--- src/design/cache_types_pkg.sv ---
package cache_types_pkg;

    // basic widths
    typedef logic [31:0] word_t;
    typedef logic [31:0] addr_t;
    typedef logic [3:0]  strb_t;   // one bit per byte lane

    // line geometry
    localparam int LINE_WORDS  = 4;
    localparam int OFFSET_BITS = 4;   // byte offset within a line

    // words packed low to high with word 0 at bits 31:0
    typedef word_t [LINE_WORDS-1:0] line_t;

    // replacement state is a single bit per set, so two ways only
    localparam int WAYS = 2;

endpackage

--- src/design/cache_bus_pkg.sv ---
package cache_bus_pkg;

    // CPU load/store request held by the CPU while req_valid is high
    typedef struct packed {
        logic                   write;
        logic                   cacheable;
        cache_types_pkg::addr_t addr;
        cache_types_pkg::strb_t wstrb;
        cache_types_pkg::word_t wdata;
    } cpu_req_t;

    // line write-back to memory
    typedef struct packed {
        cache_types_pkg::addr_t addr;   // line aligned
        cache_types_pkg::line_t data;
    } line_wr_t;

    // single word access on the uncached bus
    typedef struct packed {
        logic                   write;
        cache_types_pkg::addr_t addr;
        cache_types_pkg::strb_t wstrb;
        cache_types_pkg::word_t wdata;
    } word_req_t;

endpackage

--- src/design/uncached_access.sv ---
`timescale 1ns/1ps

module uncached_access (
    input  logic                     clk,
    input  logic                     rst,
    input  logic                     unc_start,
    input  cache_bus_pkg::cpu_req_t  buf_req,
    output logic                     word_req_valid,
    output cache_bus_pkg::word_req_t word_req,
    input  logic                     word_rdy,
    input  logic                     word_done,
    input  cache_types_pkg::word_t   word_rdata,
    output logic                     unc_done,
    output cache_types_pkg::word_t   unc_rdata
);
    typedef enum logic [1:0] {
        st_idle,
        st_request,
        st_wait,
        st_done
    } state_t;

    state_t state;

    always_ff @(posedge clk) begin
        if (rst) begin
            state <= st_idle;
        end else begin
            unique case (state)
                st_idle: begin
                    if (unc_start) begin
                        state <= st_request;
                    end
                end
                st_request: begin
                    if (word_rdy) begin
                        state <= st_wait;
                    end
                end
                st_wait: begin
                    if (word_done) begin
                        state <= st_done;
                    end
                end
                st_done: state <= st_idle;
                default: state <= st_idle;
            endcase
        end
    end

    // buffered request stays put for the whole access
    always_comb begin
        word_req.write = buf_req.write;
        word_req.addr  = buf_req.addr;
        word_req.wstrb = buf_req.wstrb;
        word_req.wdata = buf_req.wdata;
    end

    assign word_req_valid = state == st_request;
    assign unc_done       = state == st_done;

    always_ff @(posedge clk) begin
        if (state == st_wait && word_done) begin
            unc_rdata <= word_rdata;
        end
    end

endmodule

--- config.mk ---
export PLATFORM = sky130hd
export DESIGN_NAME = uncached_access
export DESIGN_NICKNAME = d
export VERILOG_FILES = /design/src/design/cache_types_pkg.sv /design/src/design/cache_bus_pkg.sv /design/src/design/uncached_access.sv
export SDC_FILE = /design/constraint.sdc
export NUM_CORES = 1
export LEC_CHECK = 0
export ABC_AREA = 1
export ABC_CLOCK_PERIOD_IN_PS = 3200
export BUFFER_PORTS_ARGS = -buffer_cell sky130_fd_sc_hd__buf_2
export CAP_MARGIN = 20
export CORE_AREA = 2 2 81 83
export DETAILED_ROUTE_END_ITERATION = 7
export DIE_AREA = 0 0 83 85
export PLACE_DENSITY = 0.67
export SYNTH_ARGS = -nofsm -noshare
export SYNTH_HDL_FRONTEND = slang
export SYNTH_SLANG_ARGS = --single-unit
--- constraint.sdc ---
create_clock -name clk -period 3.2 [get_ports clk]
set_clock_uncertainty 0.1 [all_clocks]
set_input_delay 0.48 -clock clk [delete_from_list [all_inputs] [get_ports clk]]
set_output_delay 0.48 -clock clk [all_outputs]
set_load 0.03 [all_outputs]
=== After elaboration in Yosys (flattened, before gate mapping) ===
Index checks and enable logic that the tools add are counted.

* Reduce and logical (&&, ||, !) cells: 3
* Muxes and demuxes: 4
* Equal/unequal tests: 6

{| class="wikitable"
|+ Operator list
! kind !! number
|-
| case mux 2 bit (4 select lines) || 1
|-
| two-way mux 2 bit || 3
|-
| equality test 2 bit, second input constant || 2
|-
| != test 2 bit, second input constant || 2
|-
| AND reduction 3 bit || 1
|-
| equality test 2 x 1 -> 1 bit, second input constant || 1
|-
| zero test 2 bit || 1
|-
| != test 2 x 1 -> 1 bit, second input constant || 1
|-
| logical AND 1 bit || 1
|}

* Logic and storage cells: 15
* Output and inout port bits: 103
* Register bits: 34
* Input bits: 107

=== Logic depth before layout (Yosys ltp) ===
* Depth after elaboration: 3
* Mapped depth: 7
* Mapped depth without buffers: 7

=== Worst setup path before layout ===
OpenSTA, ideal clock, no wires.

* Kind: register to register
* Start: reg state[0]
* End: reg unc_rdata[0] (enable)
* Setup time: 0.387 ns
* Setup slack: 1.440 ns
* Required time: 2.713 ns
* Path buffers: 0
* Period minus slack after synthesis: 1.760 ns
* Cell stages (with the launch flop): 5
* Data arrival time: 1.273 ns
* Path through: dfxtp_1 inv_1 ha_1 nand2_1 inv_1

* Cells in the longest elaborated chain, start to end: 2

{| class="wikitable"
|+ Ends and longest elaborated chain
! item !! RTL line !! text
|-
| start, declared || uncached_access.sv:23 || <nowiki>state_t state;</nowiki>
|-
| start signal, assigned || uncached_access.sv:27 || <nowiki>state <= st_idle;</nowiki>
|-
| start signal, assigned || uncached_access.sv:32 || <nowiki>state <= st_request;</nowiki>
|-
| start signal, assigned || uncached_access.sv:37 || <nowiki>state <= st_wait;</nowiki>
|-
| equality test 2 bit || uncached_access.sv:63 || <nowiki>if (state == st_wait && word_done) begin</nowiki>
|-
| logical AND 1 bit || uncached_access.sv:63 ||
|-
| end signal, assigned || uncached_access.sv:64 || <nowiki>unc_rdata <= word_rdata;</nowiki>
|-
| end, declared || uncached_access.sv:14 || <nowiki>output cache_types_pkg::word_t unc_rdata</nowiki>
|}

Every way passes these cells.
A chain may end at the register's enable or synchronous reset.

=== Worst setup path in the final report ===
* Start: reg state[1]
* End: out word_req_valid

* Cells in the longest elaborated chain, start to end: 1

{| class="wikitable"
|+ Ends and longest elaborated chain
! item !! RTL line !! text
|-
| equality test 2 x 1 -> 1 bit || uncached_access.sv:59 || <nowiki>assign word_req_valid = state == st_request;</nowiki>
|-
| end, declared || uncached_access.sv:8 || <nowiki>output logic word_req_valid,</nowiki>
|}

Every way passes these cells.

==> run_results.csv <==
group,metric,value,unit
status,status,"complete, no violations",
final_layout,fin_util,28.1,%
final_layout,final_nets,250,
sta,slew_headroom,74.7,%
critical_path,path_class,"flip-flop to output port",
drt,drt_iter0_markers,24,
sta,hold_viol,0,
synthesis,synth-simple-area-share,3.67,%
synthesis,ys_seq_elements,34,
synthesis,ys_types,9,
synthesis,ys_top_cells_by_count,"buf_4, edfxtp_1, nand2_1",
die,core,0.00620,mm^2
clocking,cts.clk_slew.worst_paths,0.07,ns
synthesis,yosys.cell_count.top_type,"buf_4",
final_layout,antenna_cells,0,
clocking,htree_levels,2,
critical_path,crit_path_end_kind,"output port",
placement,dp_cells,208,
die,initial_core_util,26.9,%
die,die_h,85,um
synthesis,synth_top_family_by_area,"buffers and inverters",
die,io_pins,210,
placement,port_buffers,70,
sta,period_share,52.7,%
power_and_ir_drop,ir_drop,321,uV
final_layout,fill_cells,625,
synthesis,synth-edff-count,32,
global_routing,grt_max_degree,33,
synthesis,synthFlopType,"edfxtp_1",
synthesis,synth_fp_nets,241,
clocking,cts_resized,0,
final_layout,drive_gt1_share,57.6,%
drt,vias,841,
clocking,clk-insertion-delay-late,0.28,ns
placement,pre_cts_ws,1.65,ns
final_layout,final_cells,216,
synthesis,synth_fa_ha_area_share,3.75,%
sta,min_period,1.69,ns
sta,tightest_slew,0.380,ns
sta,slew_violations,0,
synthesis,synth_top_area_share,57.6,%
global_routing,grt_first_pass_wirelength,4.68,mm
placement,gp_congestion,0.818,
critical_path,cp.required,2.62,ns
placement,placed_area,0.00161,mm^2
clocking,cts_buffers,5,
power_and_ir_drop,power_per_cell_area,776,mW/mm^2
sta,fmax,593,MHz
die,fp-row-count,29,
final_layout,multi_input_area,124,um^2
global_routing,gr-total-overflow,0,
global_routing,grt_usage,9.16,%
final_layout,area_delta_synth_final,4.42,%
critical_path,start_kind,"flip-flop",
power_and_ir_drop,power,1.35,mW
hold_path,hold_path.class,"input port to flip-flop",
die,die_width,83,um
synthesis,ys_async_sr_fraction,0,%
clocking,cts_tree,"built",
synthesis,synth_top_cell_by_area,"edfxtp_1",
placement,dp_hpwl,2.77,mm
sta,hold_ws,0.270,ns
drt,drt-pass1-iter-count,3,
synthesis,seq_area_frac_synth,60.0,%
synthesis,synth.area.mux_share,0,%
drt,detail-route-antenna-nets,0,
clocking,cts_setup_buffers,0,
synthesis,synthCells,129,
global_routing,first_global_vias,826,
clocking,clk_root_buffer_cell,"clkbuf_8",
sta,rsz0062_at_grt,"false",
final_layout,design_area,0.00174,mm^2
sta,setup_tns,0,ns
synthesis,syn_area,0.00167,mm^2
synthesis,synth_xor_area_share,0,%
final_layout,regArea,0.00100,mm^2
sta,finalWorstSetupSlack,1.51,ns
power_and_ir_drop,leakage,0.769,nW
flow_run,max_cap_violations,0,
clocking,cts_max_path_buffers,2,
critical_path,crit_arrival,1.11,ns
drt,drc,0,
critical_path,worst-path-max-fanout,4,
clocking,cts_hold_buf,0,
synthesis,synth-compound-area-share,0,%
clocking,clock-sinks,34,
drt,wl,3.35,mm
synthesis,syn_avg_cell_area,12.9,um^2
global_routing,grt_antenna_before_repair,0,
die,fp.dieArea,0.00706,mm^2
drt,drt-vias-per-instance,3.89,
drt,avgRoutedWirePerCell,15.5,um
sta,setup_viol,0,
synthesis,yosys_warnings,0,
synthesis,synth.area.top_cells,"edfxtp_1, buf_4, ha_1",
[power breakdown]
group	total, mW	leakage, nW	internal (mW)	switching, mW
clock	0.462	0.0683	0.312	0.150
combinational	0.308	0.392	0.0902	0.218
sequential	0.583	0.308	0.564	0.0190
total	1.35	0.769	0.966	0.387
[final cells by class]
type                       instances  area share, %
clock buffer                       5           3.95
clock inverter                     3           3.95
inverter                           7           1.51
multi-input combinational         19           7.11
sequential                        34           57.4
tap                               77           5.53
timing repair buffer              71           20.5
[flip-flops by register name, summed over array words and instances (netlist names)]
signal	count
state	2
unc_rdata	32
[worst max-delay path, cell delays in order (launching register included)]
cell     delay, ns
dfxtp_1       0.35
inv_1         0.09
ha_1          0.20
buf_2         0.18
[path summary, 6_finish.rpt]
path	from	to	slack (ns)	cells past startpoint
worst max-delay path	state[1]	word_req_valid	1.51	3
worst min-delay path	word_rdata[24]	unc_rdata[24]	0.27	1
worst max register to register	state[0]	unc_rdata[29]	1.65	5
worst min register to register	state[1]	state[1]	0.53	4
[per-layer routing]
| metal | vias to the layer above | routed length (um) | GRT usage, % |
|---|---|---|---|
| li1 | 364 | - | - |
| met1 | 332 | 968 | 6.94 |
| met2 | 113 | 1440 | 13.4 |
| met3 | 32 | 699 | 7.59 |
| met4 | 0 | 244 | 10.3 |
| met5 | - | 0 | 0 |
[layout by cell type, fill, tap and decap left out]
master     synthesis  layout
buf_4             69       1
inv_1              7       7
bufinv_16          0       2
clkinv_4           0       1
ha_1               5       5
edfxtp_1          32      32
clkbuf_8           0       5
buf_2              0      70
or2_0              1       1
nand3_2            1       1
nand2_1            8       8
dfxtp_1            2       2
nor2_1             4       4
[logic make-up (layout without fill, tap and decap cells)]
logic type                 Yosys count  after routing
DFF                                 34             34
and+or+nand+nor                     14             14
adders and majority gates            5              5
buffers and inverters               76             86
No activity file was read; power rests on OpenSTA's default activity.
