===== src/design/cache_types_pkg.sv =====
package cache_types_pkg;

    // basic widths
    typedef logic [31:0] word_t;
    typedef logic [31:0] addr_t;
    typedef logic [3:0]  strb_t;   // one bit per byte lane

    // line geometry
    localparam int LINE_WORDS  = 4;
    localparam int OFFSET_BITS = 4;   // byte offset within a line

    // words packed low to high with word 0 at bits 31:0
    typedef word_t [LINE_WORDS-1:0] line_t;

    // replacement state is a single bit per set, so two ways only
    localparam int WAYS = 2;

endpackage


===== src/design/cache_bus_pkg.sv =====
package cache_bus_pkg;

    // CPU load/store request held by the CPU while req_valid is high
    typedef struct packed {
        logic                   write;
        logic                   cacheable;
        cache_types_pkg::addr_t addr;
        cache_types_pkg::strb_t wstrb;
        cache_types_pkg::word_t wdata;
    } cpu_req_t;

    // line write-back to memory
    typedef struct packed {
        cache_types_pkg::addr_t addr;   // line aligned
        cache_types_pkg::line_t data;
    } line_wr_t;

    // single word access on the uncached bus
    typedef struct packed {
        logic                   write;
        cache_types_pkg::addr_t addr;
        cache_types_pkg::strb_t wstrb;
        cache_types_pkg::word_t wdata;
    } word_req_t;

endpackage


===== src/design/cache_ctrl.sv =====
`timescale 1ns/1ps

module cache_ctrl #(
    parameter int SETS = 16
) (
    input  logic                    clk,
    input  logic                    rst,
    input  logic                    req_valid,
    input  cache_bus_pkg::cpu_req_t req,
    output logic                    busy,
    output logic                    resp_valid,
    output cache_types_pkg::word_t  resp_rdata,
    output logic                    lookup_accept,
    output cache_types_pkg::addr_t  lookup_addr,
    output cache_bus_pkg::cpu_req_t buf_req,
    output logic                    buf_valid,
    input  logic                    hit,
    input  cache_types_pkg::word_t  hit_rdata,
    input  logic                    victim_dirty,
    input  cache_types_pkg::line_t  victim_line,
    input  cache_types_pkg::addr_t  victim_addr,
    input  logic                    store_pending,
    input  logic [$clog2(SETS)-1:0] store_index,
    output logic                    refill_we,
    output cache_types_pkg::line_t  refill_line,
    output logic                    unc_start,
    input  logic                    unc_done,
    input  cache_types_pkg::word_t  unc_rdata,
    output logic                    line_rd_req,
    output cache_types_pkg::addr_t  line_rd_addr,
    input  logic                    line_rd_rdy,
    input  logic                    line_ret_valid,
    input  cache_types_pkg::line_t  line_ret_data,
    output logic                    line_wr_req,
    output cache_bus_pkg::line_wr_t line_wr,
    input  logic                    line_wr_rdy,
    input  logic                    line_wr_done
);
    localparam int INDEX_BITS = $clog2(SETS);

    typedef logic [INDEX_BITS-1:0] index_t;

    typedef enum logic [2:0] {
        st_lookup,
        st_miss_dirty,
        st_write_back,
        st_miss_clean,
        st_refill,
        st_refill_done,
        st_uncached
    } state_t;

    state_t state;
    state_t state_next;
    logic   buf_pending;
    logic   accept;
    logic   collision;
    index_t req_index;

    assign req_index = req.addr[cache_types_pkg::OFFSET_BITS +: INDEX_BITS];

    // store buffer still owes a write to this set
    assign collision = req_valid & store_pending & (store_index == req_index);
    assign busy      = (state != st_lookup) |
                       (buf_pending & ~(buf_req.cacheable & hit)) |
                       collision;
    assign accept    = req_valid & ~busy;

    assign resp_valid = buf_pending &
                        ((state == st_lookup & buf_req.cacheable & hit) |
                         (state == st_uncached & unc_done));
    assign resp_rdata = buf_req.write ? '0 :
                        buf_req.cacheable ? hit_rdata : unc_rdata;

    assign buf_valid     = buf_pending & (state == st_lookup);
    assign lookup_accept = accept | (state == st_refill_done);   // replay after refill
    assign lookup_addr   = (state == st_refill_done) ? buf_req.addr : req.addr;
    assign unc_start     = buf_valid & ~buf_req.cacheable;

    assign refill_we    = (state == st_refill) & line_ret_valid;
    assign refill_line  = line_ret_data;
    assign line_rd_req  = state == st_miss_clean;
    assign line_rd_addr = {buf_req.addr[31:cache_types_pkg::OFFSET_BITS],
                           {cache_types_pkg::OFFSET_BITS{1'b0}}};
    assign line_wr_req  = state == st_miss_dirty;
    assign line_wr      = '{addr: victim_addr, data: victim_line};

    always_comb begin
        state_next = state;
        unique case (state)
            st_lookup: begin
                if (buf_pending) begin
                    if (!buf_req.cacheable) begin
                        state_next = st_uncached;
                    end else if (!hit) begin
                        state_next = victim_dirty ? st_miss_dirty : st_miss_clean;
                    end
                end
            end
            st_miss_dirty:  state_next = line_wr_rdy ? st_write_back : st_miss_dirty;
            st_write_back:  state_next = line_wr_done ? st_miss_clean : st_write_back;
            st_miss_clean:  state_next = line_rd_rdy ? st_refill : st_miss_clean;
            st_refill:      state_next = line_ret_valid ? st_refill_done : st_refill;
            st_refill_done: state_next = st_lookup;
            st_uncached:    state_next = unc_done ? st_lookup : st_uncached;
            default:        state_next = st_lookup;
        endcase
    end

    always_ff @(posedge clk) begin
        if (rst) begin
            state       <= st_lookup;
            buf_pending <= 1'b0;
        end else begin
            state <= state_next;
            if (accept) begin
                buf_pending <= 1'b1;
            end else if (resp_valid) begin
                buf_pending <= 1'b0;
            end
        end
    end

    always_ff @(posedge clk) begin
        if (accept) begin
            buf_req <= req;
        end
    end

endmodule


===== config.mk =====
export PLATFORM = sky130hd
export DESIGN_NAME = cache_ctrl
export DESIGN_NICKNAME = d
export VERILOG_FILES = /design/src/design/cache_types_pkg.sv /design/src/design/cache_bus_pkg.sv /design/src/design/cache_ctrl.sv
export SDC_FILE = /design/constraint.sdc
export NUM_CORES = 1
export LEC_CHECK = 0
export CORE_AREA = 2 2 349 351
export DETAILED_ROUTE_END_ITERATION = 16
export DIE_AREA = 0 0 351 353
export DONT_BUFFER_PORTS = 1
export PLACE_DENSITY = 0.3
export SLEW_MARGIN = 20
export SYNTH_ARGS = -nofsm -noshare
export SYNTH_HDL_FRONTEND = slang
export SYNTH_SLANG_ARGS = --single-unit

===== constraint.sdc =====
create_clock -name clk -period 4.6 [get_ports clk]
set_input_delay 0 -clock clk [delete_from_list [all_inputs] [get_ports clk]]
set_output_delay 0 -clock clk [all_outputs]
set_load 0.02 [all_outputs]

# Word-level counts from Yosys, hierarchy flattened

Cells that the tools add are included.

Register bits after elaboration: 74
Input bits: 437
Output and inout bits: 462
Word-level logic and storage cells: 54

Eq/ne operators: 9
Mux-type cells: 15
Bitwise logic cells: 19
Reduce and logical (&&, ||, !) cells: 4

Operators by type and width:

| cell                                                                  | count |
|---|---|
| 32-bit 2-to-1 mux                                                     | 3 |
| 3-bit case mux with 6 select lines                                    | 1 |
| 3-bit 2-to-1 mux                                                      | 5 |
| 1-bit bitwise AND                                                     | 12 |
| 3-bit equality test, second input constant                            | 3 |
| 3-bit by 2-bit equality test with 1-bit output, second input constant | 2 |
| 4-bit equality test                                                   | 1 |
| 1-bit 2-to-1 mux                                                      | 4 |
| 2-bit 2-to-1 mux                                                      | 2 |
| 1-bit bitwise OR                                                      | 4 |
| 3-bit by 1-bit equality test with 1-bit output, second input constant | 1 |
| 3-bit zero test                                                       | 1 |
| 3-bit inequality test, second input constant                          | 1 |
| 1-bit inverter                                                        | 3 |
| 3-bit nonzero test                                                    | 1 |
| 2-bit inequality test, second input constant                          | 1 |
| 2-bit AND reduction                                                   | 1 |
| 2-bit nonzero test                                                    | 1 |

# Longest topological paths before layout

Depth after elaboration: 8
Depth in mapped cells: 5
Gate-level depth less buffers: 4

# Worst setup path before layout

Ideal clock, no wire load.

Kind: reg2reg
Start: register buf_req[68] in the netlist's numbering
End: register buf_req[0] in the netlist's numbering, enable pin
Library setup time: 0.424 ns
Data arrival time: 2.453 ns
Required time: 4.176 ns
Slack: 1.723 ns
Cell stages (with the launch flop): 6
Buffers on the path: 1
Period minus slack after synthesis: 2.877 ns
Cells stage by stage: edfxtp_1 > buf_4 > nand2_1 > a21boi_4 > o211ai_2 > inv_1

Cells in the longest elaborated chain, start to end: 7

RTL lines:

| element                | line              | text |
|---|---|---|
| start, declared        | cache_ctrl.sv:15  | `output cache_bus_pkg::cpu_req_t buf_req,` |
| start signal, assigned | cache_ctrl.sv:126 | `buf_req <= req;` |
| 1-bit bitwise AND      | cache_ctrl.sv:65  | `(buf_pending & ~(buf_req.cacheable & hit)) \|` |
| 1-bit inverter         | cache_ctrl.sv:65  |  |
| 1-bit bitwise AND      | cache_ctrl.sv:65  |  |
| 1-bit bitwise OR       | cache_ctrl.sv:64  | `assign busy = (state != st_lookup) \|` |
| 1-bit bitwise OR       | cache_ctrl.sv:65  |  |
| 1-bit inverter         | cache_ctrl.sv:67  | `assign accept = req_valid & ~busy;` |
| 1-bit bitwise AND      | cache_ctrl.sv:67  |  |
| via accept             | cache_ctrl.sv:56  | `logic accept;` |

The timed path passes the listed nets, and every way through them passes these cells.
A chain may end at the register's enable or synchronous reset.

# Worst setup path after layout

Start: register state[2]
End: register buf_req[67] in the netlist's numbering, enable pin

Cells in the longest elaborated chain, start to end: 5

RTL lines:

| element                | line              | text |
|---|---|---|
| start, declared        | cache_ctrl.sv:53  | `state_t state;` |
| start signal, assigned | cache_ctrl.sv:112 | `state <= st_lookup;` |
| start signal, assigned | cache_ctrl.sv:115 | `state <= state_next;` |
| 3-bit nonzero test     | cache_ctrl.sv:64  |  |
| 1-bit bitwise OR       | cache_ctrl.sv:64  |  |
| 1-bit bitwise OR       | cache_ctrl.sv:65  |  |
| 1-bit inverter         | cache_ctrl.sv:67  |  |
| 1-bit bitwise AND      | cache_ctrl.sv:67  |  |
| via accept             | cache_ctrl.sv:56  |  |

The timed path passes the listed nets, and every way through them passes these cells.

==> metrics.cfg <==
[critical_path]
cp_data_required_time_ns = 4.60
critPathKind = flip-flop to flip-flop
crit_chain = nor3_4, a21boi_4, o211ai_2, clkinv_2, buf_4
reg2reg_from = state[2]$_SDFFE_PP0P_
slowest_delay_ns = 0.54
endpoint = buf_req[67]$_DFFE_PP_
crit_cells = 5
critPathMaxFanout = 40
path_buf_inv = 2
crit_path_start_kind = flip-flop
slowest_stage = buf_4
r2r_setup_slack_ns = 2.08
cp_top_family = buffers and inverters
timing.reg2reg.worst_path_depth = 5
critPathLaunch = state[2]$_SDFFE_PP0P_
cp-end-kind = flip-flop
arrival_ns = 2.51
r2r-end = buf_req[67]$_DFFE_PP_

[global_routing]
grt_use_total = 0.0595
grt-ovfl-total = 0
antenna_found_initial = 21
grt_pass1_wl_um = 44300
grt_max_degree = 41
grt_pass1_vias = 3061

[flow_run]
max-cap-violations = 0

[route]
dr.pass1.iters = 4
antenna_left = 0
viasPerCell = 1.52
wire_per_inst_um = 20.1
vias = 2958
wl_um = 39100
drtIter0Drc = 102
route.detailed.drc = 0

[floorplanning]
die_x_um = 351
die_area_um2 = 124000
start_util = 0.0482
rows = 128
core_area_um2 = 121000
top_level_ports = 899
die-height_um = 353

[yosys]
synth_most_common_cell = buf_4
ys_seq_elements = 74
async_flop_share = 0
ys_types = 37
synth_top_flop_cell = edfxtp_1
ys_warn_count = 0
avgSynthCellArea_um2 = 10.6
synth_area_um2 = 5810
synthTopCellsByCount = buf_4, edfxtp_1, nor2_1
synth-seq-area-share = 0.376
synth_edf_count = 70
syn_inst = 549
synthTopCellsByArea = buf_4, edfxtp_1, mux2_2, mux2i_1, nor2_1
synth_top_area_cell = buf_4
synth_top_area_frac = 0.416

[finish]
syn2layout_area_growth_pct = 11.8
instances_no_fill = 1948
drive_above_1_share = 0.187
num-nets-final = 747
postLayoutCellArea_um2 = 6490
final_util = 0.0538

[timing]
min_period_over_period = 0.547
clock_skew_ns = 0.0106
max_freq_mhz = 398
worst_pin_slew_ns = 0.905
fin_crit_ns = 2.52
rsz0062_at_grt = no
fin_setup_tns_ns = 0
hold_slack_ns = 0.00000706
finalHoldViolCount = 0
setup_viol = 0
slew_viol_final = 0
relSlewSlack = 0.395
setup_slack_ns = 2.08

[placed_design]
place_hpwl_um = 34500
port_buffers = 0
post-place-cells = 1848
dp_slack_ns = 2.05
gp_congestion = 0.683
postPlaceCellArea_um2 = 5400

[min_path]
min_path_type = input port to primary output

[clock_network]
clk_transition_reported_paths_ns = 0.07
cts_setup_buffers = 0
cts_buffer_depth = 2
clkLatencyLatePin_ns = 0.36
numClockSinks = 74
htreeDepth = 3
root_buffer = clkbuf_16
cts_tree = built
ctsResizeCount = 0
cts_inserted_buffers = 9

[run_status]
status = finished clean

[pwr]
power_leakage_nw = 1.75
power_density_nw_per_um2 = 467
irDropWorstVdd_v = 0.000295
power.total_mw = 3.03

sequential cells by signal, summed over array words and instances (netlist names):
signal,count
buf_pending,1
state,3
buf_req,70
worst register-to-register path, stage by stage, from the launching register on:
cell and delay, ns:
dfxtp_1 0.45, nor3_4 0.27, a21boi_4 0.27, o211ai_2 0.16, clkinv_2 0.43, buf_4 0.55
power by group:
group | leakage (nW) | internal (mW) | switching [mW]
registers | 0.693 | 1.01 | 0.477
clock network | 0.145 | 0.430 | 0.330
logic | 0.912 | 0.248 | 0.537
final cells by class:
type | instances | area, um^2
clock inverters | 7 | 82.6
clock buffers | 9 | 225
multi-input cells | 140 | 1140
diodes | 8 | 20.0
inverters | 5 | 20.0
repair buffers | 80 | 791
fillers | 14200 | 114000
well taps | 1625 | 2030
flip-flops and latches | 74 | 2180
layout by cell type, fill, tap and decap left out, drive strengths merged, types with 3 or more instances in the layout:
master       instances
a21oi                3
buf                  4
clkbuf               9
conb                 4
dfxtp                4
diode                8
dlygate4sd3         76
edfxtp              70
inv                  8
mux2                32
mux2i               33
nand2                5
nor2                36
xnor2                4
layer usage:
| metal | global-route usage | share of wire | vias up |
|---|---|---|---|
| met4 | 0.0476 | 0.090 | 18 |
| met2 | 0.0874 | 0.41 | 511 |
| met5 | 0.000770 | 0.0032 | - |
| met3 | 0.0679 | 0.27 | 183 |
| li1 | - | - | 1022 |
| met1 | 0.0412 | 0.23 | 1224 |
how the worst min path moves through the flow:
stage	start	to	slack (ns)	cells after the start
finish	line_ret_data[126]	refill_line[126]	0.000007	0
global route	line_ret_data[37]	refill_line[37]	0.00003	0
CTS	victim_line[105]	line_wr[105]	0.0001	0
detailed placement	victim_line[105]	line_wr[105]	0.0001	0
global placement	victim_line[105]	line_wr[105]	0.0001	0
floorplan	rst	buf_pending$_SDFFE_PP0P_	0.06	1
kinds of logic (layout without fill, tap and decap cells):
family | Yosys count | count (layout) | share of synthesized area
buf+inv | 338 | 101 | 0.430
flops | 74 | 74 | 0.376
mux | 66 | 66 | 0.123
simple gates | 54 | 54 | 0.0457
compound gates | 12 | 12 | 0.0190
xor+xnor | 4 | 4 | 0.00603
other cells | 1 | 12 | 0.000646
timing repair:
action / 4_1_cts / 5_1_grt
setup endpoints to repair: 0 / 0
endpoints found under the hold margin: 74 / 0
hold buffers: 76 / 0
No activity file was read; power rests on OpenSTA's default activity.
